<file path="src/hdl/sya_geom_pkg.sv">
// Array geometry, datapath widths and the data types of the matrix engine
package sya_geom_pkg;

    // ==============================
    // Array geometry
    // ==============================
    localparam int NUM_ROW = 4;
    localparam int NUM_COL = 4;
    localparam int ROW_IDX_WIDTH = $clog2(NUM_ROW);

    // Steps to flush the skew after the last channel
    localparam int DRAIN_STEPS = NUM_ROW + NUM_COL - 1;
    localparam int DRAIN_CNT_WIDTH = $clog2(DRAIN_STEPS);

    // ==============================
    // Data widths and types
    // ==============================
    localparam int ACT_WIDTH = 8;
    localparam int WGT_WIDTH = 8;
    localparam int PSUM_WIDTH = 24;
    localparam int ADDR_WIDTH = 16;
    localparam int IDX_WIDTH = 8;
    localparam int SHIFT_WIDTH = 4;

    typedef logic signed [ACT_WIDTH-1:0] act_t;
    typedef logic signed [WGT_WIDTH-1:0] wgt_t;
    typedef logic signed [PSUM_WIDTH-1:0] psum_t;
    typedef logic [ADDR_WIDTH-1:0] addr_t;
    typedef logic [IDX_WIDTH-1:0] idx_t;

    typedef act_t [NUM_ROW-1:0] act_vec_t;
    // One weight word, also one result row
    typedef wgt_t [NUM_COL-1:0] wgt_vec_t;
    typedef psum_t [NUM_ROW-1:0][NUM_COL-1:0] psum_grid_t;

endpackage

</file>
<file path="src/hdl/sya_ofm_quant.sv">
// Result row select with ReLU, right shift and zero-point requantization
module sya_ofm_quant
    import sya_geom_pkg::*;
(
    input  psum_grid_t               psum,
    input  logic [ROW_IDX_WIDTH-1:0] row_sel,
    input  logic [SHIFT_WIDTH-1:0]   shift,
    input  act_t                     zp,
    output wgt_vec_t                 ofm_wr_dat
);

    always_comb begin
        psum_t acc;
        psum_t scaled;
        for (int c = 0; c < NUM_COL; c++) begin
            acc = psum[row_sel][c];
            scaled = acc >>> shift;
            // Negative sums clip to zero, zero point wraps modulo 256
            if (acc[PSUM_WIDTH-1]) begin
                ofm_wr_dat[c] = '0;
            end else begin
                ofm_wr_dat[c] = scaled[ACT_WIDTH-1:0] + zp;
            end
        end
    end

endmodule

</file>
<file path="config.mk">
export PLATFORM = sky130hd
export DESIGN_NAME = sya_ofm_quant
export DESIGN_NICKNAME = d
export VERILOG_FILES = /design/src/hdl/sya_geom_pkg.sv /design/src/hdl/sya_ofm_quant.sv
export SDC_FILE = /design/constraint.sdc
export NUM_CORES = 1
export LEC_CHECK = 0
export ABC_AREA = 1
export BUFFER_PORTS_ARGS = -buffer_cell sky130_fd_sc_hd__buf_2
export CORE_AREA = 4 4 166 168
export DETAILED_ROUTE_END_ITERATION = 7
export DIE_AREA = 0 0 170 172
export PLACE_DENSITY_LB_ADDON = 0.25
export REMOVE_ABC_BUFFERS = 1
export SLEW_MARGIN = 5
export SYNTH_ARGS = -nofsm -noshare
export SYNTH_HDL_FRONTEND = slang
export SYNTH_SLANG_ARGS = --single-unit
</file>
<file path="constraint.sdc">
create_clock -name vclk -period 5.9
set_input_delay 1.475 -clock vclk [all_inputs]
set_output_delay 1.475 -clock vclk [all_outputs]
set_load 0.1 [all_outputs]
</file>
Word level (Yosys, flattened, before mapping):

Index checks and enable logic that the tools add are counted.

* flip-flop bits (word level): 0
* output and inout bits: 32
* logic and storage cells: 15

* $add $sub $neg: 4
* magnitude comparators: 1
* shifts and indexed selects: 4
* mux-type cells: 6

Operators by type and width (number)
* 96-bit binary-select mux with 2-bit select: 1
* 96-bit two-way mux: 1
* 24-bit by 4-bit >>> shifter with 8-bit output: 4
* 8-bit adder: 4
* 8-bit two-way mux: 4
* 2-bit by 3-bit less-than comparator with 1-bit output (second input constant): 1

Longest topological paths before layout:

* depth after elaboration: 5
* gate-level depth with buffers: 23
* depth with buffers taken out: 21

Least setup slack after synthesis:

No wires, ideal clock.

* path kind: input -> output
* from: input port row_sel[1]
* to: output port ofm_wr_dat[4] (netlist name)
* arrival: 5.708 ns
* slack: -1.283 ns
* stages: 19
* path buffers: 3
* cells stage by stage: buf_2 inv_2 buf_4 buf_4 nand3_1 nand2_1 nand2_1 nand2_1 inv_1 o21ai_0 nand2_1 a22o_1 ha_1 fa_1 a21oi_1 nor2_1 nor2_1 nor2_1 nor3_1

RTL lines
* from (decl): line sya_ofm_quant.sv:6 `input logic [ROW_IDX_WIDTH-1:0] row_sel,`
* to (decl): line sya_ofm_quant.sv:9 `output wgt_vec_t ofm_wr_dat`

==> reports/results.txt <==
Status - complete, but fails checks
Failing checks - negative setup slack
Placer Congestion - 0.890
Cells after Synth - 1510
Post-synth top area share - 32.8%
Startpoint types - input pin
Placed insts - 2353
Total wire length - 38000 um
Worst slew pin tran - 536 ps
Tcrit/Tclk final - 100%
Worst vdd ir - 164 uV
Hold_buf cts - 0
Dpl ws - -270 ps
Sequential cell count - 0
Synthesized area - 7080 um2
Detailed Place HPWL - 28900 um
Cell variety after synth - 34
Vias - 12015
Design Power - 1.71 mW
Die Area - 29200 um2
Die X - 170 um
Number of global-route vias before repair - 10936
Ratio of cells with drive above 1 in the final layout - 36.7%
Final Worst Setup Slack - -5.03 ps
Max-cap violation count - 0
Hold Slack - 3620 ps
Total GRT Usage - 23.0%
WL per Instance - 16.0 um
Critical path type - input pin to output port
Pwr per Cell Area - 139 nW/um2
DRT antenna net count - 0
Placed inst area - 11300 um2
DR DRC count - 0
1st-pass router iterations - 5
Clock buf count - 0
Layout Utilization - 47.4%
Worst Path Arrival - 4430 ps
CP required - 4430 ps
Final net count - 2477
Area Growth Syn to Fin - 73.7%
First-pass GRT wire length - 55500 um
Routed length on met3 - 2360 um
Vias/cell - 5.05
Hold Crit Class - input pin to output port
Syn_area_per_cell - 4.69 um2
Lkg Pwr - 6.58 nW
Finish-stage setup viols - 1
Met1 Wirelength - 16100 um
Die height - 172 um
Max-slew headroom - 64.3%
Core ar. - 25900 um2
Port buffer count - 430
Register area - 0 um2
Post-synthesis sequential area ratio - 0%
RSZ-0062 raised after global routing - true
Highest routed layer - met5
Gr ovfl total - 0
Final std cells w/o fill - 2381
Row cnt - 59
Initial DRC count - 744
Ys Warns - 0
Number of antenna violations at the first check in global routing - 3
Dominant cells by area after synthesis - nand2_1 33%, nand3_1 22%, o21ai_0 7.6%
Crit-path max FO - 12
Slew Limit Fails - 0
Max frequency - 0.169 GHz
Largest net degree at the start of global routing - 74
Post-route setup TNS - -5.03 ps
Initial core utilization - 27.3%
Post-layout min period - 5910 ps
Io pins - 430
Crit end category - output port
Metal2 WL - 18800 um
Post-synth top area cell - nand2_1
Design Area, Final - 12300 um2
Final hold violation count - 0
-- cells by family after synthesis --
logic type	Yosys count	synth area share (%)
AOI/OAI and AO/OA	275	22.5
and+or+nand+nor	1032	60.7
adders and majority gates	32	6.08
buffers and inverters	170	10.6
muxes	1	0.141
-- metal layers --
metal / vias up / GRT usage (%)
li1: 6180 / -
met1: 5404 / 29.6
met2: 381 / 41.4
met3: 46 / 2.95
met4: 4 / 4.34
met5: - / 0
-- power by group --
group	leakage (nW)	internal (mW)	switching (mW)
Sequential	0	0	0
Clock	0.00000634	0.0000000227	0
Combinational	6.58	0.725	0.981
Total	6.58	0.725	0.981
-- cell usage after synthesis, drive strengths merged, types with 5 or more instances --
library cell and n:
nand2 618, nand3 318, o21ai 126, nor2 84
buf 81, a21oi 77, inv 49, clkbuf 38
ha 28, a31oi 22, o21a 9, nor3 8
o22a 8, o221ai 5
-- repair_timing --
action                     CTS  global route
pin swaps                   13            20
hold endpoints to repair     0             0
setup endpoints to repair   16            20
resized for setup           62            99
buffers inserted             8             6
cloned                       8             6
-- worst max-delay path, stage by stage --
cell,delay (ps)
buf_16,150
clkinv_16,90
buf_6,150
o21ai_1,120
o22a_1,170
nand2_1,50
nand2_1,90
nand2_1,50
o21ai_1,100
nand2_1,80
a22o_1,180
ha_2,210
fa_2,360
a21oi_2,130
nor2_1,70
nor2_1,80
nor2_1,60
o21a_1,170
nor2_2,90
o21ai_0,80
a21oi_1,140
buf_4,140
buf_12,160
-- cell type report --
class	count	area, um2
repair inverters	2	22.5
repair buffers	652	4900
multi-input cells	1340	6720
fillers	2813	13600
diodes	1	2.50
well taps	335	419
inverters	51	225
-- placed cells by master (no fill, tap or decap), drive strengths merged, types with 2 or more instances in the layout --
cell type	n
o21ai	126
fa	4
bufbuf	3
a21o	4
o21a	9
a31oi	22
nand4	4
o311ai	2
nand3	318
o22a	8
a22o	3
inv	52
nor3	8
o22ai	4
a32o	2
a21oi	77
o221ai	5
clkbuf	4
o211ai	4
a32oi	4
buf	645
ha	28
nor2	84
nand2	618
-- worst paths after layout --
kind / startpoint / to / slack [ps] / cells after the start
min: zp[7] / ofm_wr_dat[7] / 3620 / 6
max: row_sel[0] / ofm_wr_dat[6] / -5 / 23
Note: power is estimated with default switching activity, not from simulation.
