`src/hdl/sya_geom_pkg.sv`:
```
// Array geometry, datapath widths and the data types of the matrix engine
package sya_geom_pkg;

    // ==============================
    // Array geometry
    // ==============================
    localparam int NUM_ROW = 4;
    localparam int NUM_COL = 4;
    localparam int ROW_IDX_WIDTH = $clog2(NUM_ROW);

    // Steps to flush the skew after the last channel
    localparam int DRAIN_STEPS = NUM_ROW + NUM_COL - 1;
    localparam int DRAIN_CNT_WIDTH = $clog2(DRAIN_STEPS);

    // ==============================
    // Data widths and types
    // ==============================
    localparam int ACT_WIDTH = 8;
    localparam int WGT_WIDTH = 8;
    localparam int PSUM_WIDTH = 24;
    localparam int ADDR_WIDTH = 16;
    localparam int IDX_WIDTH = 8;
    localparam int SHIFT_WIDTH = 4;

    typedef logic signed [ACT_WIDTH-1:0] act_t;
    typedef logic signed [WGT_WIDTH-1:0] wgt_t;
    typedef logic signed [PSUM_WIDTH-1:0] psum_t;
    typedef logic [ADDR_WIDTH-1:0] addr_t;
    typedef logic [IDX_WIDTH-1:0] idx_t;

    typedef act_t [NUM_ROW-1:0] act_vec_t;
    // One weight word, also one result row
    typedef wgt_t [NUM_COL-1:0] wgt_vec_t;
    typedef psum_t [NUM_ROW-1:0][NUM_COL-1:0] psum_grid_t;

endpackage

```
`src/hdl/sya_cfg_pkg.sv`:
```
// Configuration word layout, sequencer states and loop orders
package sya_cfg_pkg;

    import sya_geom_pkg::*;

    // ==============================
    // Configuration word fields
    // ==============================
    // Loop order sits in the lowest bit, ofm base at the top
    localparam int LOOP_ORD_BIT = 0;
    localparam int ZP_LSB = LOOP_ORD_BIT + 1;
    localparam int SHIFT_LSB = ZP_LSB + ACT_WIDTH;
    localparam int CHN_LSB = SHIFT_LSB + SHIFT_WIDTH;
    localparam int NUM_TIL_FLT_LSB = CHN_LSB + IDX_WIDTH;
    localparam int NUM_TIL_IFM_LSB = NUM_TIL_FLT_LSB + IDX_WIDTH;
    localparam int WGT_BASE_LSB = NUM_TIL_IFM_LSB + IDX_WIDTH;
    localparam int ACT_BASE_LSB = WGT_BASE_LSB + ADDR_WIDTH;
    localparam int OFM_BASE_LSB = ACT_BASE_LSB + ADDR_WIDTH;
    // 85 bits in all
    localparam int CFG_WIDTH = OFM_BASE_LSB + ADDR_WIDTH;

    // ==============================
    // Sequencer encodings
    // ==============================
    typedef enum logic [1:0] {
        IDLE,
        LOAD,
        DRAIN,
        WRITE
    } sya_state_e;

    // Filter tile index advancing fastest, or ifm tile index
    typedef enum logic {
        LOOP_FLT_INNER,
        LOOP_IFM_INNER
    } loop_order_e;

endpackage

```
`src/hdl/sya_cfg_regs.sv`:
```
// Configuration register block holding the captured fields of one configuration
module sya_cfg_regs
    import sya_geom_pkg::*;
    import sya_cfg_pkg::*;
(
    input  logic                   clk,
    input  logic                   rst_n,
    input  logic [CFG_WIDTH-1:0]   cfg_info,
    input  logic                   cfg_take,
    output addr_t                  ofm_base,
    output addr_t                  act_base,
    output addr_t                  wgt_base,
    output idx_t                   num_til_ifm,
    output idx_t                   num_til_flt,
    output idx_t                   chn,
    output logic [SHIFT_WIDTH-1:0] shift,
    output act_t                   zp,
    output loop_order_e            loop_order
);

    idx_t chn_field;

    assign chn_field = cfg_info[CHN_LSB +: IDX_WIDTH];

    always_ff @(posedge clk or negedge rst_n) begin
        if (!rst_n) begin
            ofm_base <= '0;
            act_base <= '0;
            wgt_base <= '0;
            num_til_ifm <= idx_t'(1);
            num_til_flt <= idx_t'(1);
            chn <= idx_t'(1);
            shift <= '0;
            zp <= '0;
            loop_order <= LOOP_FLT_INNER;
        end else if (cfg_take) begin
            ofm_base <= cfg_info[OFM_BASE_LSB +: ADDR_WIDTH];
            act_base <= cfg_info[ACT_BASE_LSB +: ADDR_WIDTH];
            wgt_base <= cfg_info[WGT_BASE_LSB +: ADDR_WIDTH];
            num_til_ifm <= cfg_info[NUM_TIL_IFM_LSB +: IDX_WIDTH];
            num_til_flt <= cfg_info[NUM_TIL_FLT_LSB +: IDX_WIDTH];
            // Zero channels would never finish a tile
            chn <= (chn_field == '0) ? idx_t'(1) : chn_field;
            shift <= cfg_info[SHIFT_LSB +: SHIFT_WIDTH];
            zp <= cfg_info[ZP_LSB +: ACT_WIDTH];
            loop_order <= loop_order_e'(cfg_info[LOOP_ORD_BIT]);
        end
    end

endmodule

```
`config.mk`:
```
export PLATFORM = sky130hd
export DESIGN_NAME = sya_cfg_regs
export DESIGN_NICKNAME = d
export VERILOG_FILES = /design/src/hdl/sya_geom_pkg.sv /design/src/hdl/sya_cfg_pkg.sv /design/src/hdl/sya_cfg_regs.sv
export SDC_FILE = /design/constraint.sdc
export NUM_CORES = 1
export LEC_CHECK = 0
export ABC_AREA = 1
export CORE_AREA = 2 2 88 90
export CTS_BUF_LIST = sky130_fd_sc_hd__clkbuf_4
export CTS_CLUSTER_SIZE = 10
export DETAILED_ROUTE_END_ITERATION = 10
export DIE_AREA = 0 0 90 92
export DONT_BUFFER_PORTS = 1
export GPL_ROUTABILITY_DRIVEN = 0
export SLEW_MARGIN = 20
export SYNTH_ARGS = -nofsm -noshare
export SYNTH_HDL_FRONTEND = slang
export SYNTH_SLANG_ARGS = --single-unit
```
`constraint.sdc`:
```
create_clock -name clk -period 2.25 [get_ports clk]
set_input_delay 0.45 -clock clk [delete_from_list [all_inputs] [get_ports clk]]
set_output_delay 0.45 -clock clk [all_outputs]
set_load 0.02 [all_outputs]
```
# Yosys cells after proc, flatten, opt, wreduce, memory -nomap -nowiden
# Index checks and enable logic that the tools add are counted.
[totals]
inputBits = 88
wordCells = 11
out_inout_bits = 85
reg_bits = 85
[op_classes]
n_mux = 1
reduce_logical = 1
[op_table]
columns = ["op", "n"]
rows = [
  ["logical NOT 8 bit", 1],
  ["two-way mux 8 bit", 1],
]

# Longest topological paths before layout
[depth]
word_depth = 2
depth_mapped = 6
mapped_depth_nobuf = 5

# Worst setup path before layout
# No wires, ideal clock.
[synth_path]
path_kind = "input port to flip-flop"
startpoint = "input port cfg_take"
endpoint = "register act_base[10]"
t_arrival_ps = 1126
setup_slack_ps = 998
required_ps = 2125
cell_stages = 4
cell_sequence = "buf_6 > buf_6 > buf_6 > mux2_4"
[synth_rtl]
columns = ["element", "line", "text"]
rows = [
  ["start: declaration", "sya_cfg_regs.sv:9", "input logic cfg_take,"],
  ["end signal: assignment", "sya_cfg_regs.sv:38", "act_base <= cfg_info[ACT_BASE_LSB +: ADDR_WIDTH];"],
  ["end: declaration", "sya_cfg_regs.sv:11", "output addr_t act_base,"],
]
# No word-level cell between the ends.

# Worst setup path in the final report
[layout_path]
startpoint = "register num_til_flt[0]"
endpoint = "output port num_til_flt[0]"
[layout_rtl]
columns = ["element", "line", "text"]
rows = [
  ["start: declaration", "sya_cfg_regs.sv:14", "output idx_t num_til_flt,"],
  ["start signal: assignment", "sya_cfg_regs.sv:31", "num_til_flt <= idx_t'(1);"],
  ["start signal: assignment", "sya_cfg_regs.sv:41", "num_til_flt <= cfg_info[NUM_TIL_FLT_LSB +: IDX_WIDTH];"],
]
# No word-level cell between the ends.

==> impl_metrics.json <==
{
  "status": "finished, violations left",
  "violations": "hold timing",
  "post_cts_resized": 0,
  "synth_cell_types": 10,
  "clk_pin_slew_worst_paths_ps": 130,
  "fillers": 647,
  "clock.fmax_mhz": 681.4,
  "die_x_um": 90,
  "cts_root_buf": "clkbuf_4",
  "ant_nets": 0,
  "drv_cap": 0,
  "crit_end": "num_til_flt[0]",
  "arrival_ps": 1020,
  "post-cts-setup-buffers": 0,
  "dp_hpwl_um": 4094,
  "num_rows": 32,
  "skew_ps": 0,
  "final_nets": 281,
  "netlist_area_um2": 3298,
  "die-area_um2": 8280,
  "initial_utilization_pct": 44.29,
  "cp_max_fo": 2,
  "rsz0062_at_grt": "no",
  "max_slew.worst_pin.slew_ps": 261.3,
  "powerDensity_nw_per_um2": 897.0,
  "setup_violations": 0,
  "cts_buffer_depth": 2,
  "synthToLayoutAreaGrowth_pct": 6.373,
  "vias_per_cell": 5.120,
  "tritoncts": "yes",
  "clock_latency_ps": 390,
  "syn_inst": 192,
  "grt_pass1_vias": 1675,
  "ys_ff_latch": 85,
  "avgSynthCellArea_um2": 17.18,
  "r2r-end": "ofm_base[7]",
  "route.detailed.drc": 0,
  "maxSlewHeadroom_pct": 82.58,
  "fp.coreArea_um2": 7447,
  "htreeDepth": 3,
  "vias": 1536,
  "min_period_ps": 1467,
  "finalMaxSlewViolations": 0,
  "io_pins": 173,
  "numCtsBuffers": 9,
  "drt-initial-drc-count": 52,
  "cp.depth": 0,
  "critPathLaunch": "num_til_flt[0]",
  "crit_required_ps": 1800,
  "timing.hold.ws_ps": -279.3,
  "antenna_cells": 0,
  "ys_seq_area_share_pct": 64.61,
  "first_pass_iters": 4,
  "post-route-period-util_pct": 65.22,
  "reg2reg_from": "ofm_base[7]",
  "yosysWarnings": 0,
  "drive_gt1_share_pct": 51.52,
  "grt_overflow_total": 0,
  "finalHoldViolations": 85,
  "wirelength_um": 5887,
  "grt_max_degree": 88,
  "antenna_found_initial": 0,
  "grt_usage_pct": 13.96,
  "ir_drop_mv": 0.4737,
  "cts.sinks": 85,
  "grt_pass1_wl_um": 8907,
  "hold_path.class": "input pin to async pin",
  "synth_fp_nets": 280,
  "p_leak_nw": 1.550,
  "endpoint_kind": "output pin",
  "fin_setup_tns_ps": 0,
  "startpoint_type": "flip-flop",
  "die_y_um": 92,
  "fin_total_pwr_mw": 3.147,
  "io_buffer_count": 0,
  "path_class": "flip-flop to output pin",
  "wl_per_cell_um": 19.62,
  "ff2ff_setup_slack_ps": 1350,
  "reg2reg_depth": 1
}
## per-layer routing
| metal | share of wire, % | vias to the layer above | routed length [µm] | GRT usage [%] |
|---|---|---|---|---|
| li1 | - | 661 | - | - |
| met1 | 39 | 758 | 2276 | 16.74 |
| met2 | 49 | 105 | 2888 | 21.68 |
| met3 | 10 | 12 | 597 | 5.752 |
| met4 | 2.1 | 0 | 124 | 7.308 |
| met5 | 0 | - | 0 | 0 |
## per-stage QoR
stage                     instance area [µm²]  util (%)  instances  setup slack, ps
final                                    3508     47.11        300            782.5
after global routing                     3508     47.11        300            717.3
after CTS                                3508     47.11        300            738.8
after detailed placement                 3344     44.91        284             1226
after global placement                   3344     44.91        284             1229
after floorplan                          3298         -        192            998.5
## flip-flops by register name (all words and copies together) (netlist names)
register and flops:
zp 8, shift 4, act_base 16, num_til_flt 8, ofm_base 16, num_til_ifm 8
wgt_base 16, chn 8, loop_order 1
## layout make-up
type,instances,area [µm²],share of cell area [%]
multi-input cells,95,1079,30.74
clock inverters,4,73.82,2.104
inverters,2,7.507,0.2140
flip-flops and latches,85,2131,60.73
well taps,102,127.6,3.638
clock buffers,12,90.09,2.568
## layout by cell type, fill, tap and decap left out
cell       synthesis  layout
nand2_1            3       3
a21oi_1            1       1
nor2_1             8       8
inv_1              2       2
bufinv_16          0       2
dfstp_2            3       3
mux2_4            26      26
dfrtp_1           82      82
mux2_2            57      57
clkbuf_4           0      12
clkinv_4           0       1
clkinv_2           0       1
## synth_stat cells
master	n	area share [%]
mux2_2	57	19
buf_2	5	0.76
nand2_1	3	0.34
nor2_1	8	0.91
dfrtp_1	82	62
mux2_4	26	12
inv_1	2	0.23
a21oi_1	1	0.15
buf_6	5	1.7
dfstp_2	3	2.4
## power by group
part / leakage (nW) / switching (mW) / internal [mW]
clock: 0.0915 / 0.462 / 0.490
sequential: 0.990 / 0.307 / 1.68
combinational: 0.468 / 0.0430 / 0.162
total: 1.55 / 0.812 / 2.33
## cell families (layout without fill, tap and decap cells)
| kind of cell | Yosys count | in the layout | synth area share [%] |
|---|---|---|---|
| mux | 83 | 83 | 31.30 |
| flops | 85 | 85 | 64.61 |
| simple gates | 11 | 11 | 1.252 |
| buf+inv | 12 | 18 | 2.693 |
| compound gates | 1 | 1 | 0.1516 |
## worst min-delay path by stage
| stage | from | to | slack [ps] | cells after the start |
|---|---|---|---|---|
| 2_1_floorplan | rst_n | act_base[0] | 150 | 0 |
| 3_3_place_gp | rst_n | act_base[10] | 160 | 0 |
| 3_5_place_dp | rst_n | act_base[2] | 160 | 0 |
| 4_1_cts | rst_n | act_base[2] | -320 | 0 |
| 5_1_grt | rst_n | act_base[10] | -330 | 0 |
| 6_report | rst_n | act_base[2] | -280 | 0 |
Power figures use the tool's default switching activity.
