<file path="config.mk">
export PLATFORM = sky130hd
export DESIGN_NAME = sya_loop_ctrl
export DESIGN_NICKNAME = d
export VERILOG_FILES = /design/src/hdl/sya_geom_pkg.sv /design/src/hdl/sya_cfg_pkg.sv /design/src/hdl/sya_loop_ctrl.sv
export SDC_FILE = /design/constraint.sdc
export NUM_CORES = 1
export LEC_CHECK = 0
export ABC_AREA = 1
export BUFFER_PORTS_ARGS = -buffer_cell sky130_fd_sc_hd__clkbuf_2
export CAP_MARGIN = 20
export CORE_ASPECT_RATIO = 0.5
export CORE_MARGIN = 1
export CORE_UTILIZATION = 40
export CTS_CLUSTER_DIAMETER = 40
export DETAILED_ROUTE_END_ITERATION = 12
export GPL_TIMING_DRIVEN = 0
export SYNTH_ARGS = -nofsm -noshare
export SYNTH_HDL_FRONTEND = slang
export SYNTH_SLANG_ARGS = --single-unit
</file>
<file path="constraint.sdc">
create_clock -name clk -period 9.2 [get_ports clk]
set_input_delay 0 -clock clk [delete_from_list [all_inputs] [get_ports clk]]
set_output_delay 0 -clock clk [all_outputs]
set_load 0.05 [all_outputs]
</file>
<file path="src/hdl/sya_geom_pkg.sv">
// Array geometry, datapath widths and the data types of the matrix engine
package sya_geom_pkg;

    // ==============================
    // Array geometry
    // ==============================
    localparam int NUM_ROW = 4;
    localparam int NUM_COL = 4;
    localparam int ROW_IDX_WIDTH = $clog2(NUM_ROW);

    // Steps to flush the skew after the last channel
    localparam int DRAIN_STEPS = NUM_ROW + NUM_COL - 1;
    localparam int DRAIN_CNT_WIDTH = $clog2(DRAIN_STEPS);

    // ==============================
    // Data widths and types
    // ==============================
    localparam int ACT_WIDTH = 8;
    localparam int WGT_WIDTH = 8;
    localparam int PSUM_WIDTH = 24;
    localparam int ADDR_WIDTH = 16;
    localparam int IDX_WIDTH = 8;
    localparam int SHIFT_WIDTH = 4;

    typedef logic signed [ACT_WIDTH-1:0] act_t;
    typedef logic signed [WGT_WIDTH-1:0] wgt_t;
    typedef logic signed [PSUM_WIDTH-1:0] psum_t;
    typedef logic [ADDR_WIDTH-1:0] addr_t;
    typedef logic [IDX_WIDTH-1:0] idx_t;

    typedef act_t [NUM_ROW-1:0] act_vec_t;
    // One weight word, also one result row
    typedef wgt_t [NUM_COL-1:0] wgt_vec_t;
    typedef psum_t [NUM_ROW-1:0][NUM_COL-1:0] psum_grid_t;

endpackage

</file>
<file path="src/hdl/sya_cfg_pkg.sv">
// Configuration word layout, sequencer states and loop orders
package sya_cfg_pkg;

    import sya_geom_pkg::*;

    // ==============================
    // Configuration word fields
    // ==============================
    // Loop order sits in the lowest bit, ofm base at the top
    localparam int LOOP_ORD_BIT = 0;
    localparam int ZP_LSB = LOOP_ORD_BIT + 1;
    localparam int SHIFT_LSB = ZP_LSB + ACT_WIDTH;
    localparam int CHN_LSB = SHIFT_LSB + SHIFT_WIDTH;
    localparam int NUM_TIL_FLT_LSB = CHN_LSB + IDX_WIDTH;
    localparam int NUM_TIL_IFM_LSB = NUM_TIL_FLT_LSB + IDX_WIDTH;
    localparam int WGT_BASE_LSB = NUM_TIL_IFM_LSB + IDX_WIDTH;
    localparam int ACT_BASE_LSB = WGT_BASE_LSB + ADDR_WIDTH;
    localparam int OFM_BASE_LSB = ACT_BASE_LSB + ADDR_WIDTH;
    // 85 bits in all
    localparam int CFG_WIDTH = OFM_BASE_LSB + ADDR_WIDTH;

    // ==============================
    // Sequencer encodings
    // ==============================
    typedef enum logic [1:0] {
        IDLE,
        LOAD,
        DRAIN,
        WRITE
    } sya_state_e;

    // Filter tile index advancing fastest, or ifm tile index
    typedef enum logic {
        LOOP_FLT_INNER,
        LOOP_IFM_INNER
    } loop_order_e;

endpackage

</file>
<file path="src/hdl/sya_loop_ctrl.sv">
// Sequencer FSM, tile and channel counters, read and write address generation
module sya_loop_ctrl
    import sya_geom_pkg::*;
    import sya_cfg_pkg::*;
(
    input  logic                     clk,
    input  logic                     rst_n,
    input  logic                     cfg_vld,
    output logic                     cfg_rdy,
    output logic                     cfg_take,
    input  addr_t                    ofm_base,
    input  addr_t                    act_base,
    input  addr_t                    wgt_base,
    input  idx_t                     num_til_ifm,
    input  idx_t                     num_til_flt,
    input  idx_t                     chn,
    input  loop_order_e              loop_order,
    output addr_t                    act_rd_addr,
    output logic                     act_rd_addr_vld,
    input  logic                     act_rd_addr_rdy,
    input  logic                     act_rd_dat_vld,
    output logic                     act_rd_dat_rdy,
    output addr_t                    wgt_rd_addr,
    output logic                     wgt_rd_addr_vld,
    input  logic                     wgt_rd_addr_rdy,
    input  logic                     wgt_rd_dat_vld,
    output logic                     wgt_rd_dat_rdy,
    output addr_t                    ofm_wr_addr,
    output logic                     ofm_wr_vld,
    input  logic                     ofm_wr_rdy,
    output logic                     step,
    output logic                     feed,
    output logic                     clear,
    output logic [ROW_IDX_WIDTH-1:0] row_sel
);

    sya_state_e state;
    sya_state_e state_nxt;
    idx_t req_cnt;
    idx_t acc_cnt;
    idx_t ifm_idx;
    idx_t flt_idx;
    addr_t tile_cnt;
    logic [DRAIN_CNT_WIDTH-1:0] drain_cnt;
    logic [ROW_IDX_WIDTH-1:0] row_cnt;
    logic req_pend;
    logic dat_rdy;
    logic last_acc;
    logic drain_end;
    logic tile_end;
    logic ifm_last;
    logic flt_last;

    // ==============================
    // Handshakes
    // ==============================
    assign cfg_rdy = (state == IDLE);
    assign cfg_take = cfg_vld & cfg_rdy;

    // Both address channels transfer together or not at all
    assign req_pend = (state == LOAD) && (req_cnt != chn);
    assign act_rd_addr_vld = req_pend & wgt_rd_addr_rdy;
    assign wgt_rd_addr_vld = req_pend & act_rd_addr_rdy;
    assign act_rd_addr = act_base + addr_t'(chn) * addr_t'(ifm_idx) + addr_t'(req_cnt);
    assign wgt_rd_addr = wgt_base + addr_t'(chn) * addr_t'(flt_idx) + addr_t'(req_cnt);

    assign dat_rdy = (state == LOAD) && (acc_cnt != chn);
    assign act_rd_dat_rdy = dat_rdy;
    assign wgt_rd_dat_rdy = dat_rdy;
    assign feed = dat_rdy & act_rd_dat_vld & wgt_rd_dat_vld;
    assign last_acc = feed && (acc_cnt == chn - 1'b1);

    assign step = feed | (state == DRAIN);
    assign drain_end = (state == DRAIN) && (drain_cnt == DRAIN_CNT_WIDTH'(DRAIN_STEPS - 1));

    assign ofm_wr_vld = (state == WRITE);
    assign ofm_wr_addr = ofm_base + addr_t'(tile_cnt * NUM_ROW) + addr_t'(row_cnt);
    assign row_sel = row_cnt;
    assign tile_end = ofm_wr_vld && ofm_wr_rdy && (row_cnt == ROW_IDX_WIDTH'(NUM_ROW - 1));
    assign clear = tile_end;

    assign ifm_last = (ifm_idx == num_til_ifm - 1'b1);
    assign flt_last = (flt_idx == num_til_flt - 1'b1);

    // ==============================
    // FSM
    // ==============================
    always_comb begin
        state_nxt = state;
        case (state)
            IDLE:    state_nxt = cfg_take ? LOAD : IDLE;
            LOAD:    state_nxt = last_acc ? DRAIN : LOAD;
            DRAIN:   state_nxt = drain_end ? WRITE : DRAIN;
            WRITE:   state_nxt = !tile_end ? WRITE : ((ifm_last & flt_last) ? IDLE : LOAD);
            default: state_nxt = IDLE;
        endcase
    end

    always_ff @(posedge clk or negedge rst_n) begin
        if (!rst_n) begin
            state <= IDLE;
            req_cnt <= '0;
            acc_cnt <= '0;
            drain_cnt <= '0;
            row_cnt <= '0;
        end else begin
            state <= state_nxt;
            // Every request is out before its data can return
            if (last_acc) begin
                req_cnt <= '0;
                acc_cnt <= '0;
            end else begin
                if (act_rd_addr_vld & act_rd_addr_rdy) begin
                    req_cnt <= req_cnt + 1'b1;
                end
                if (feed) begin
                    acc_cnt <= acc_cnt + 1'b1;
                end
            end
            if (state == DRAIN) begin
                drain_cnt <= drain_end ? '0 : drain_cnt + 1'b1;
            end
            if (ofm_wr_vld & ofm_wr_rdy) begin
                row_cnt <= tile_end ? '0 : row_cnt + 1'b1;
            end
        end
    end

    // Tile loop, inner index chosen by the loop order
    always_ff @(posedge clk or negedge rst_n) begin
        if (!rst_n) begin
            ifm_idx <= '0;
            flt_idx <= '0;
            tile_cnt <= '0;
        end else if (cfg_take) begin
            ifm_idx <= '0;
            flt_idx <= '0;
            tile_cnt <= '0;
        end else if (tile_end) begin
            tile_cnt <= tile_cnt + 1'b1;
            if (loop_order == LOOP_FLT_INNER || ifm_last) begin
                flt_idx <= flt_last ? '0 : flt_idx + 1'b1;
            end
            if (loop_order == LOOP_IFM_INNER || flt_last) begin
                ifm_idx <= ifm_last ? '0 : ifm_idx + 1'b1;
            end
        end
    end

endmodule

</file>
# After elaboration in Yosys (flattened, before gate mapping)
# Index checks and enable logic that the tools add are counted.
# W data, S select, Z words.
# word_totals
out_inout_bits	60
regBits	55
in_bits	81
# op_classes
bitwise	10
n_mux	22
eq_ne	10
multipliers	2
reduce_logical	16
addsub	16
# op_table
op	n
$mux W8	12
$add A16 B16 Y16	3
$add A16 B8 Y16	2
$add A8 B1 Y8 const B	4
$mul A8 B8 Y16	2
$mux W16	2
$eq A8 B8 Y1	3
$sub A8 B1 Y8 const B	3
$add A16 B1 Y16 const B	1
$add A16 B2 Y16	1
$ne A8 B8 Y1	2
$reduce_bool A2 Y1	5
$and A1 B1 Y1	8
$pmux W2 S4	1
$eq A2 B2 Y1 const B	3
$logic_and A1 B1 Y1	6
$mux W2	3
$reduce_and A2 Y1	2
$add A3 B1 Y3 const B	1
$eq A3 B3 Y1 const B	1
$mux W1	3
$mux W3	1
$add A2 B1 Y2 const B	1
$eq A2 B1 Y1 const B	1
4 further kinds	5

# Depth between registers and ports, before layout
# Gate-level depths: netlist of run 1.
# logic_depth
ltp_word	7
ltp_mapped	22
mapped_depth_nobuf	20

# Worst setup path before layout of run 1
# Ideal clock, no wire load.
# synth_path
path_type	reg-to-output
startpoint	register ifm_idx[2]
endpoint	output act_rd_addr[14]
path_slack_ps	3972
n_path_buf	1
t_arrival_ps	5228
stages_incl_launch_ff	20
path_cell_list	dfrtp_1 -> clkbuf_1 -> nand2_1 -> fa_1 -> fa_1 -> inv_1 -> fa_1 -> fa_1 -> inv_1 -> fa_1 -> inv_1 -> ha_1 -> a21o_1 -> inv_1 -> nor2_1 -> nor2_1 -> nand3_1 -> nand3_1 -> nand3_1 -> xor2_1
# synth_between
elab_chain_len	3
# synth_rtl
element	line	rtl
start: declaration	sya_loop_ctrl.sv:41	idx_t ifm_idx;
start signal: assignment	sya_loop_ctrl.sv:145	ifm_idx <= ifm_last ? '0 : ifm_idx + 1'b1;
$mul A8 B8 Y16	sya_loop_ctrl.sv:64	assign act_rd_addr = act_base + addr_t'(chn) * addr_t'(ifm_idx) + addr_t'(req_cnt);
$add A16 B16 Y16	sya_loop_ctrl.sv:64	
$add A16 B8 Y16	sya_loop_ctrl.sv:64	
end: declaration	sya_loop_ctrl.sv:18	output addr_t act_rd_addr,
# No other way between the ends.

# Worst setup path in the final report of run 1
# layout_path
startpoint	register flt_idx[0]
endpoint	output wgt_rd_addr[11]
# layout_between
elab_chain_len	3
# layout_rtl
element	line	rtl
start: declaration	sya_loop_ctrl.sv:42	idx_t flt_idx;
start signal: assignment	sya_loop_ctrl.sv:142	flt_idx <= flt_last ? '0 : flt_idx + 1'b1;
$mul A8 B8 Y16	sya_loop_ctrl.sv:65	assign wgt_rd_addr = wgt_base + addr_t'(chn) * addr_t'(flt_idx) + addr_t'(req_cnt);
$add A16 B16 Y16	sya_loop_ctrl.sv:65	
$add A16 B8 Y16	sya_loop_ctrl.sv:65	
end: declaration	sya_loop_ctrl.sv:23	output addr_t wgt_rd_addr,
# No other way between the ends.

==> impl_metrics.env, run 1 <==
export IMPL_outcome="complete, no violations"
export IMPL_drc=0
export IMPL_dp_hpwl_um=23400
export IMPL_fin_ws_ns=3.32
export IMPL_maxSlewHeadroom_pct=47.9
export IMPL_synth_fp_nets=1765
export IMPL_finalSetupViolCount=0
export IMPL_ys_seq_elements=53
export IMPL_crit_buf_inv=7
export IMPL_cts_made_buffers=5
export IMPL_antenna_left=0
export IMPL_grt_pass1_wl_um=44400
export IMPL_fp_dieW_um=231
export IMPL_rows=41
export IMPL_antenna_found_initial=0
export IMPL_critPathMaxFanout=10
export IMPL_end_kind="output pin"
export IMPL_setup_tns_ns=0
export IMPL_wirelength_um=27700
export IMPL_maxSlewViolCount=0
export IMPL_yosys_top_cells_area="fa_1 21%, ha_1 14%, dfrtp_1 13%"
export IMPL_cts_tree="yes"
export IMPL_core_um2=25500
export IMPL_finalClockSkew_ns=0.00407
export IMPL_htree_levels=2
export IMPL_crit_type="flip-flop to output pin"
export IMPL_areaGrowthSynthToFinish_pct=12.5
export IMPL_fin_crit_ns=5.88
export IMPL_timing_critical_path_slowest_stage_cell="fa_1"
export IMPL_drive_above_1_share_pct=11.9
export IMPL_ys_warn_count=0
export IMPL_die_area_um2=27000
export IMPL_grt_use_total_pct=20.7
export IMPL_avgSynthCellArea_um2=7.24
export IMPL_finalCritPeriodShare_pct=63.9
export IMPL_utilization_pct=46.4
export IMPL_seq_area_frac_synth_pct=12.6
export IMPL_grt_ovfl_total=0
export IMPL_synth_edf_count=0
export IMPL_syn_inst=1453
export IMPL_post_drt_wl_per_cell_um=14.2
export IMPL_gp_congestion=0.917
export IMPL_syn_area_um2=10500
export IMPL_cts_sinks=53
export IMPL_synth_common_cells="343 x nand2_1, 315 x inv_1, 120 x ha_1, 111 x fa_1, 88 x nor2_1"
export IMPL_start_util_pct=41.3
export IMPL_max_freq_mhz=170
export IMPL_clk_path_buf_depth=2
export IMPL_insertion_delay_ns=0.29
export IMPL_synth_top_cell_area_share_pct=21.1
export IMPL_n_antenna_cell=0
export IMPL_die_h_um=117
export IMPL_tightest_slew_ns=0.782
export IMPL_first_iter_violations=649
export IMPL_vias=9586
export IMPL_grt_pass1_vias=9038
export IMPL_routed_via_density=4.93
export IMPL_slowest_delay_ns=0.52
export IMPL_num_nets_final=1912
export IMPL_clkTransAtPathRegs_ns=0.07
export IMPL_dp_cells=1936
export IMPL_min_path_type="input pin to flip-flop"
export IMPL_async_flop_share_pct=100
export IMPL_ctsRootBufferMaster="clkbuf_16"
export IMPL_firstDrtPassIters=5
export IMPL_critPathArrivalTime_ns=5.88
export IMPL_finalHoldViolations=0
export IMPL_cap_violations=0
export IMPL_yosysMostFrequentCell="nand2_1"
export IMPL_cpLargestDelayFamily="adder cells"
export IMPL_yosysTopAreaCell="fa_1"
export IMPL_cts_resized=0
export IMPL_finalNonFillerCells=1945
export IMPL_synthFlopType="dfrtp_1"
export IMPL_dpl_worst_slack_ns=3.68
export IMPL_required_ns=9.20
export IMPL_yosysUniqueCellTypes=41
export IMPL_crit_chain="clkbuf_1 > nand2_1 > fa_1 > inv_1 > fa_1 > inv_1 > fa_1 > inv_1 > fa_1 > inv_1 > fa_1 > inv_1 > ha_1 > a21oi_1 > a21boi_0 > nor2_1 > o21ai_0 > xnor2_1 > clkbuf_2"
export IMPL_placement_io_buffers=139
export IMPL_rsz0062_at_grt="no"
export IMPL_worstSetupStartpointType="flip-flop"
export IMPL_num_io_pins=141
export IMPL_grt_max_degree=54
[metrics by stage]
step | area (µm²) | hold WS (ns)
floorplan | 10500 | -0.296
global placement | 11600 | 0.329
detailed placement | 11700 | 0.156
CTS | 11800 | 0.0207
global route | 11800 | 0.0378
finish | 11800 | 0.0313
[state kept, by name (all words and copies together), names as in the netlist]
| name | cells |
|---|---|
| ifm_idx | 8 |
| drain_cnt | 3 |
| state | 2 |
| acc_cnt | 8 |
| row_sel | 2 |
| req_cnt | 8 |
| flt_idx | 8 |
| tile_cnt | 14 |
[per-layer routing]
layer | global-route usage (%) | share of wire, %
met5 | 0 | 0
met4 | 4.37 | 1.3
met3 | 2.69 | 5.3
met2 | 36.7 | 48
met1 | 27.2 | 46
[cell usage in the layout (no fill, tap or decap), types with 2 or more instances in the layout]
master	count
nand2_1	343
inv_1	315
clkbuf_2	138
ha_1	120
fa_1	111
nor2_1	88
nand3_1	75
xor2_1	64
a21oi_1	63
dfrtp_1	53
o21ai_0	47
xnor2_1	31
clkbuf_1	25
nor3_1	18
nand4_1	10
nand3b_1	9
a21o_1	7
o21ai_1	7
buf_2	6
buf_4	6
nand2_2	6
nor2_2	6
nand3_2	5
clkbuf_16	5
o2111ai_1	4
inv_2	4
buf_6	3
buf_1	3
o31ai_1	3
o21bai_1	3
a21boi_0	2
nor2_4	2
nand2_4	2
nor4_1	2
o21ai_2	2
a211oi_1	2
[worst min-delay path: cells and delay by family]
kind	cells	cell delay, ns
buffers and inverters	1	0.11
AOI/OAI and AO/OA	1	0.07
and+or+nand+nor	1	0.11
[timing repair]
action                    4_1_cts  5_1_grt
hold endpoints to repair       53        0
setup buffers                   0        0
hold buffers                    1        0
[final cells by class]
cell class                 instances  area, µm²
buffer                            43        225
clock buffer                       7        143
clock inverter                     1       30.0
fill                            2658      13700
inverter                         319       1200
multi-input combinational       1038       7770
sequential                        53       1330
tap                              344        430
timing repair buffer             140        708
[cells by family (layout without fill, tap and decap cells)]
| group | after synthesis | after routing | synth area share, % |
|---|---|---|---|
| buffers and inverters | 362 | 510 | 13.5 |
| adder cells (fa/ha/maj) | 231 | 231 | 35.4 |
| AO/OA/AOI/OAI | 144 | 144 | 7.60 |
| AND/OR/NAND/NOR | 567 | 567 | 22.8 |
| XOR/XNOR | 96 | 96 | 8.06 |
| flip-flops | 53 | 53 | 12.6 |
[worst paths after layout]
check / from / end / slack [ns] / cells past startpoint
worst min register to register: drain_cnt[2] / drain_cnt[2] / 0.56 / 2
worst max register to register: req_cnt[2] / req_cnt[6] / 7.13 / 9
max in group asynchronous: rst_n / flt_idx[3] / 8.35 / 2
worst max-delay path: flt_idx[0] / wgt_rd_addr[11] / 3.32 / 19
min in group asynchronous: rst_n / tile_cnt[12] / 0.34 / 2
worst min-delay path: ofm_wr_rdy / tile_cnt[0] / 0.03 / 3
Power of run 1 is left out: the tool's default activity adds up to more than one toggle a clock period on the data nets, which glitch-free logic cannot reach.
==> run 2: changes to the inputs <==
clock period = 5.5 ns   (was 9.2 ns; I/O delays follow)
==> run 2 against run 1 <==
  * First-iteration DRC count down 3.5%
  * Global-route usage about the same
  * Setup slack worse by 3.1 ns
  * Utilization up 0.17 points
  * Non-clock buffer count down 8
  * Worst hold slack about the same
  * Wire length about the same
  * Die area unchanged
  * Register-to-register slack worse by 3.8 ns
  * Critical path type unchanged
  * Highest routed layer unchanged
==> impl_metrics.env, run 2 (synthesized netlist as in run 1, its figures left out) <==
export IMPL_outcome="complete, no violations"
export IMPL_wirelength_um=27700
export IMPL_end_kind="output pin"
export IMPL_firstDrtPassIters=5
export IMPL_finalHoldViolations=0
export IMPL_drc=0
export IMPL_ctsRootBufferMaster="clkbuf_16"
export IMPL_clkTransAtPathRegs_ns=0.07
export IMPL_r2r_end="flt_idx[7]"
export IMPL_dp_hpwl_um=23400
export IMPL_fin_ws_ns=0.209
export IMPL_routed_via_density=4.91
export IMPL_required_ns=5.50
export IMPL_dpl_worst_slack_ns=-0.0185
export IMPL_timing_reg2reg_setup_slack_ns=3.36
export IMPL_areaGrowthSynthToFinish_pct=12.9
export IMPL_num_io_pins=141
export IMPL_gp_congestion=0.917
export IMPL_antenna_found_initial=0
export IMPL_die_area_um2=27000
export IMPL_tightest_slew_ns=0.771
export IMPL_insertion_delay_ns=0.29
export IMPL_rows=41
export IMPL_grt_pass1_vias=9030
export IMPL_core_um2=25500
export IMPL_n_antenna_cell=0
export IMPL_grt_use_total_pct=20.7
export IMPL_setup_tns_ns=0
export IMPL_worstSetupStartpointType="flip-flop"
export IMPL_reg2reg_depth=10
export IMPL_drive_above_1_share_pct=13.2
export IMPL_crit_end="wgt_rd_addr[11]"
export IMPL_utilization_pct=46.6
export IMPL_hold_depth=3
export IMPL_max_freq_mhz=189
export IMPL_finalCritPeriodShare_pct=96.2
export IMPL_final_common_cell="nand2_1"
export IMPL_min_path_type="input pin to flip-flop"
export IMPL_r2r_start="ifm_idx[7]"
export IMPL_cts_setup_buffers=0
export IMPL_maxSlewHeadroom_pct=48.6
export IMPL_placement_io_buffers=139
export IMPL_fin_crit_ns=5.29
export IMPL_htree_levels=2
export IMPL_largest_reg_flops=14
export IMPL_cts_made_buffers=5
export IMPL_fp_dieW_um=231
export IMPL_grt_ovfl_total=0
export IMPL_cts_sinks=53
export IMPL_critPathMaxFanout=10
export IMPL_finalClockSkew_ns=0.00506
export IMPL_first_iter_violations=626
export IMPL_grt_pass1_wl_um=44400
export IMPL_antenna_left=0
export IMPL_final_cell_mix="343 x nand2_1, 315 x inv_1, 137 x clkbuf_2"
export IMPL_maxSlewViolCount=0
export IMPL_post_drt_wl_per_cell_um=14.3
export IMPL_cts_tree="yes"
export IMPL_finalSetupViolCount=0
export IMPL_min_from="ofm_wr_rdy"
export IMPL_die_h_um=117
export IMPL_clk_path_buf_depth=2
export IMPL_dp_cells=1936
export IMPL_crit_type="flip-flop to output pin"
export IMPL_top_register="tile_cnt"
export IMPL_grt_max_degree=54
export IMPL_startpoint="flt_idx[0]"
export IMPL_num_nets_final=1904
export IMPL_start_util_pct=41.3
export IMPL_critPathArrivalTime_ns=5.29
export IMPL_vias=9514
export IMPL_cap_violations=0
export IMPL_finalNonFillerCells=1937
## run 2: area by class of cell
| type | count | area (µm²) |
|---|---|---|
| plain buffers | 35 | 228 |
| clock buffers | 7 | 143 |
| clock inverters | 1 | 30.0 |
| fillers | 2654 | 13600 |
| inverters | 319 | 1200 |
| multi-input cells | 1038 | 7790 |
| flip-flops and latches | 53 | 1340 |
| well taps | 344 | 430 |
| repair buffers | 140 | 721 |
## run 2: timing repair
item / in CTS / in global routing
endpoints found under the setup margin: 12 / 13
hold endpoints to repair: 53 / 0
resized for setup: 8 / 45
hold buffers: 1 / 0
## run 2: critical path: stages, from the launching register on
cell and delay (ns):
dfrtp_1 0.41, clkbuf_4 0.25, nand2_1 0.09, fa_1 0.50, inv_1 0.05, fa_1 0.50, inv_1 0.06, fa_1 0.52
inv_1 0.05, fa_1 0.49, inv_1 0.05, fa_1 0.47, inv_1 0.04, ha_1 0.33, a21oi_2 0.21, a21boi_4 0.24
nor2_1 0.06, o21ai_0 0.19, xnor2_1 0.21, buf_4 0.26
## run 2: metrics by stage
step	hold WS [ns]	cell area, µm²
2_1_floorplan	-0.296	10500
3_3_place_gp	0.329	11600
3_5_place_dp	0.156	11700
4_1_cts	0.0207	11800
5_1_grt	0.0378	11900
6_report	0.0310	11900
## run 2: worst min path at each step
| stage | to |
|---|---|
| CTS | tile_cnt[0] |
| global route | tile_cnt[0] |
| finish | tile_cnt[0] |
| global placement | tile_cnt[0] |
| floorplan | acc_cnt[0] |
| detailed placement | tile_cnt[12] |
## run 2: routing by layer
metal | vias to the layer above | track usage (%) | routed length [µm]
met4 | 0 | 4.64 | 356
met5 | - | 0 | 0
met2 | 205 | 36.5 | 13300
met1 | 4569 | 27.6 | 12900
met3 | 25 | 2.17 | 1140
li1 | 4715 | - | -
Power of run 2 is left out for the same reason.
==> run 3: changes to the inputs <==
CTS_BUF_LIST = sky130_fd_sc_hd__clkbuf_4   (was not set)
clock period = 6.6 ns   (was 5.5 ns; I/O delays follow)
==> run 3 against run 2 <==
  * Non-clock buffer count grew 11
  * Global-route usage shrank 0.053 points
  * First-iteration DRC count shrank 7.0%
  * Via count grew 0.53%
  * Largest cell class unchanged
  * Sequential cell count is the same
  * Register-to-register slack gained 1.2 ns
  * Highest routed layer unchanged
  * Wire length is essentially flat
  * Count of clock-buffer cells in the layout shrank 1
  * Final cell count grew 0.57%
  * Die area is the same
==> impl_metrics.env, run 3 (synthesized netlist as in run 1, its figures left out) <==
export IMPL_outcome="complete, no violations"
export IMPL_post_drt_wl_per_cell_um=14.2
export IMPL_hold_depth=4
export IMPL_wirelength_um=27700
export IMPL_r2r_end="req_cnt[6]"
export IMPL_nFillCells=2670
export IMPL_finalSetupViolCount=0
export IMPL_final_cell_mix="343 x nand2_1, 315 x inv_1, 138 x clkbuf_2"
export IMPL_placement_io_buffers=139
export IMPL_grt_ovfl_total=0
export IMPL_grt_use_total_pct=20.6
export IMPL_min_path_type="input pin to flip-flop"
export IMPL_timing_reg2reg_setup_slack_ns=4.52
export IMPL_n_antenna_cell=0
export IMPL_r2r_start="req_cnt[2]"
export IMPL_grt_pass1_vias=9049
export IMPL_first_iter_violations=582
export IMPL_cts_tree="yes"
export IMPL_maxSlewViolCount=0
export IMPL_core_um2=25500
export IMPL_min_from="loop_order"
export IMPL_drive_above_1_share_pct=11.8
export IMPL_critPathArrivalTime_ns=6.02
export IMPL_holdPathEnd="flt_idx[2]"
export IMPL_antenna_left=0
export IMPL_finalClockSkew_ns=0.00386
export IMPL_finalCritPeriodShare_pct=91.2
export IMPL_num_io_pins=141
export IMPL_fin_crit_ns=6.02
export IMPL_cts_setup_buffers=0
export IMPL_ctsRootBufferMaster="clkbuf_4"
export IMPL_slowest_delay_ns=0.52
export IMPL_clk_path_buf_depth=2
export IMPL_areaGrowthSynthToFinish_pct=11.9
export IMPL_crit_chain="clkbuf_1 > nand2_1 > fa_1 > inv_1 > fa_1 > inv_1 > fa_1 > inv_1 > fa_1 > inv_1 > fa_1 > inv_1 > ha_1 > a21oi_1 > a21boi_0 > nor2_1 > o21ai_0 > xnor2_1 > clkbuf_2"
export IMPL_die_area_um2=27000
export IMPL_required_ns=6.60
export IMPL_firstDrtPassIters=5
export IMPL_grt_max_degree=54
export IMPL_crit_buf_inv=7
export IMPL_largest_reg_flops=14
export IMPL_cap_violations=0
export IMPL_routed_via_density=4.91
export IMPL_setup_tns_ns=0
export IMPL_crit_type="flip-flop to output pin"
export IMPL_antenna_found_initial=0
export IMPL_cts_made_buffers=5
export IMPL_grt_pass1_wl_um=44400
export IMPL_vias=9564
export IMPL_max_freq_mhz=166
export IMPL_timing_critical_path_slowest_stage_cell="fa_1"
export IMPL_cts_sinks=53
export IMPL_gp_congestion=0.917
export IMPL_die_h_um=117
export IMPL_insertion_delay_ns=0.39
export IMPL_dp_hpwl_um=23400
export IMPL_num_nets_final=1915
export IMPL_worstSetupStartpointType="flip-flop"
export IMPL_reg2reg_depth=9
export IMPL_clkTransAtPathRegs_ns=0.16
export IMPL_final_common_cell="nand2_1"
export IMPL_end_kind="output pin"
export IMPL_rows=41
export IMPL_top_register="tile_cnt"
export IMPL_tightest_slew_ns=0.767
export IMPL_start_util_pct=41.3
export IMPL_htree_levels=2
export IMPL_drc=0
export IMPL_rsz0062_at_grt="no"
export IMPL_cpLargestDelayFamily="adder cells"
export IMPL_finalHoldViolations=0
export IMPL_maxSlewHeadroom_pct=48.9
export IMPL_fp_dieW_um=231
export IMPL_critPathMaxFanout=10
## run 3: changes by cell type in the layout (fill, tap and decap cells not counted), moves of 2 or more
cell	previous run	this run
a21boi_0	0	2
buf_1	1	3
buf_2	4	6
buf_4	8	6
clkbuf_1	9	24
clkbuf_16	5	0
clkbuf_4	12	7
dfrtp_1	46	53
dfrtp_2	7	0
dlygate4sd3_1	1	4
## run 3: timing repair
item,in CTS,in global routing
gates resized for setup,0,0
hold buffers,4,0
hold endpoints to repair,58,0
## run 3: final cells by class
cell class                      count  area, µm²  share of cell area [%]
Sequential cell                    53       1330                    11.3
Clock buffer                        6       45.0                   0.383
Multi-Input combinational cell   1038       7770                    66.0
Clock inverter                      2       33.8                   0.287
Inverter                          319       1200                    10.2
Tap cell                          344        430                    3.66
Timing Repair Buffer              143        738                    6.27
Buffer                             43        225                    1.91
## run 3: worst max-delay path by stage
| stage | slack (ns) | startpoint | cells after the start | end |
|---|---|---|---|---|
| 2_1_floorplan | 1.37 | ifm_idx[2] | 19 | act_rd_addr[14] |
| 3_3_place_gp | 1.14 | chn[5] | 21 | wgt_rd_addr[11] |
| 3_5_place_dp | 1.08 | chn[5] | 21 | wgt_rd_addr[11] |
| 4_1_cts | 0.66 | flt_idx[0] | 19 | wgt_rd_addr[11] |
| 5_1_grt | 0.36 | flt_idx[0] | 19 | wgt_rd_addr[11] |
| 6_report | 0.58 | flt_idx[0] | 19 | wgt_rd_addr[11] |
## run 3: worst reg2reg max path: cells and delay by family, from the launching register on
family,cells,cell delay [ns]
AO/OA/AOI/OAI,1,0.05
XOR/XNOR,1,0.11
AND/OR/NAND/NOR,5,0.91
buffers and inverters,2,0.46
flip-flops,1,0.46
## run 3: metal layers
| layer | GRT usage (%) | share of wire [%] |
|---|---|---|
| met1 | 27.1 | 46 |
| met2 | 36.7 | 48 |
| met3 | 2.25 | 5.0 |
| met4 | 4.64 | 1.3 |
| met5 | 0 | 0 |
## run 3: metrics by stage
step                setup WS, ns  hold WS [ns]  utilization (%)  area [µm²]  std cells
floorplan                   1.37        -0.296                -       10500       1453
global placement            1.14         0.329             45.7       11600       1936
detailed placement          1.08         0.156             45.7       11700       1936
CTS                        0.657        0.0962             46.2       11800       1948
global route               0.363         0.132             46.2       11800       1948
finish                     0.584        0.0944             46.2       11800       1948
Power of run 3 is left out for the same reason.
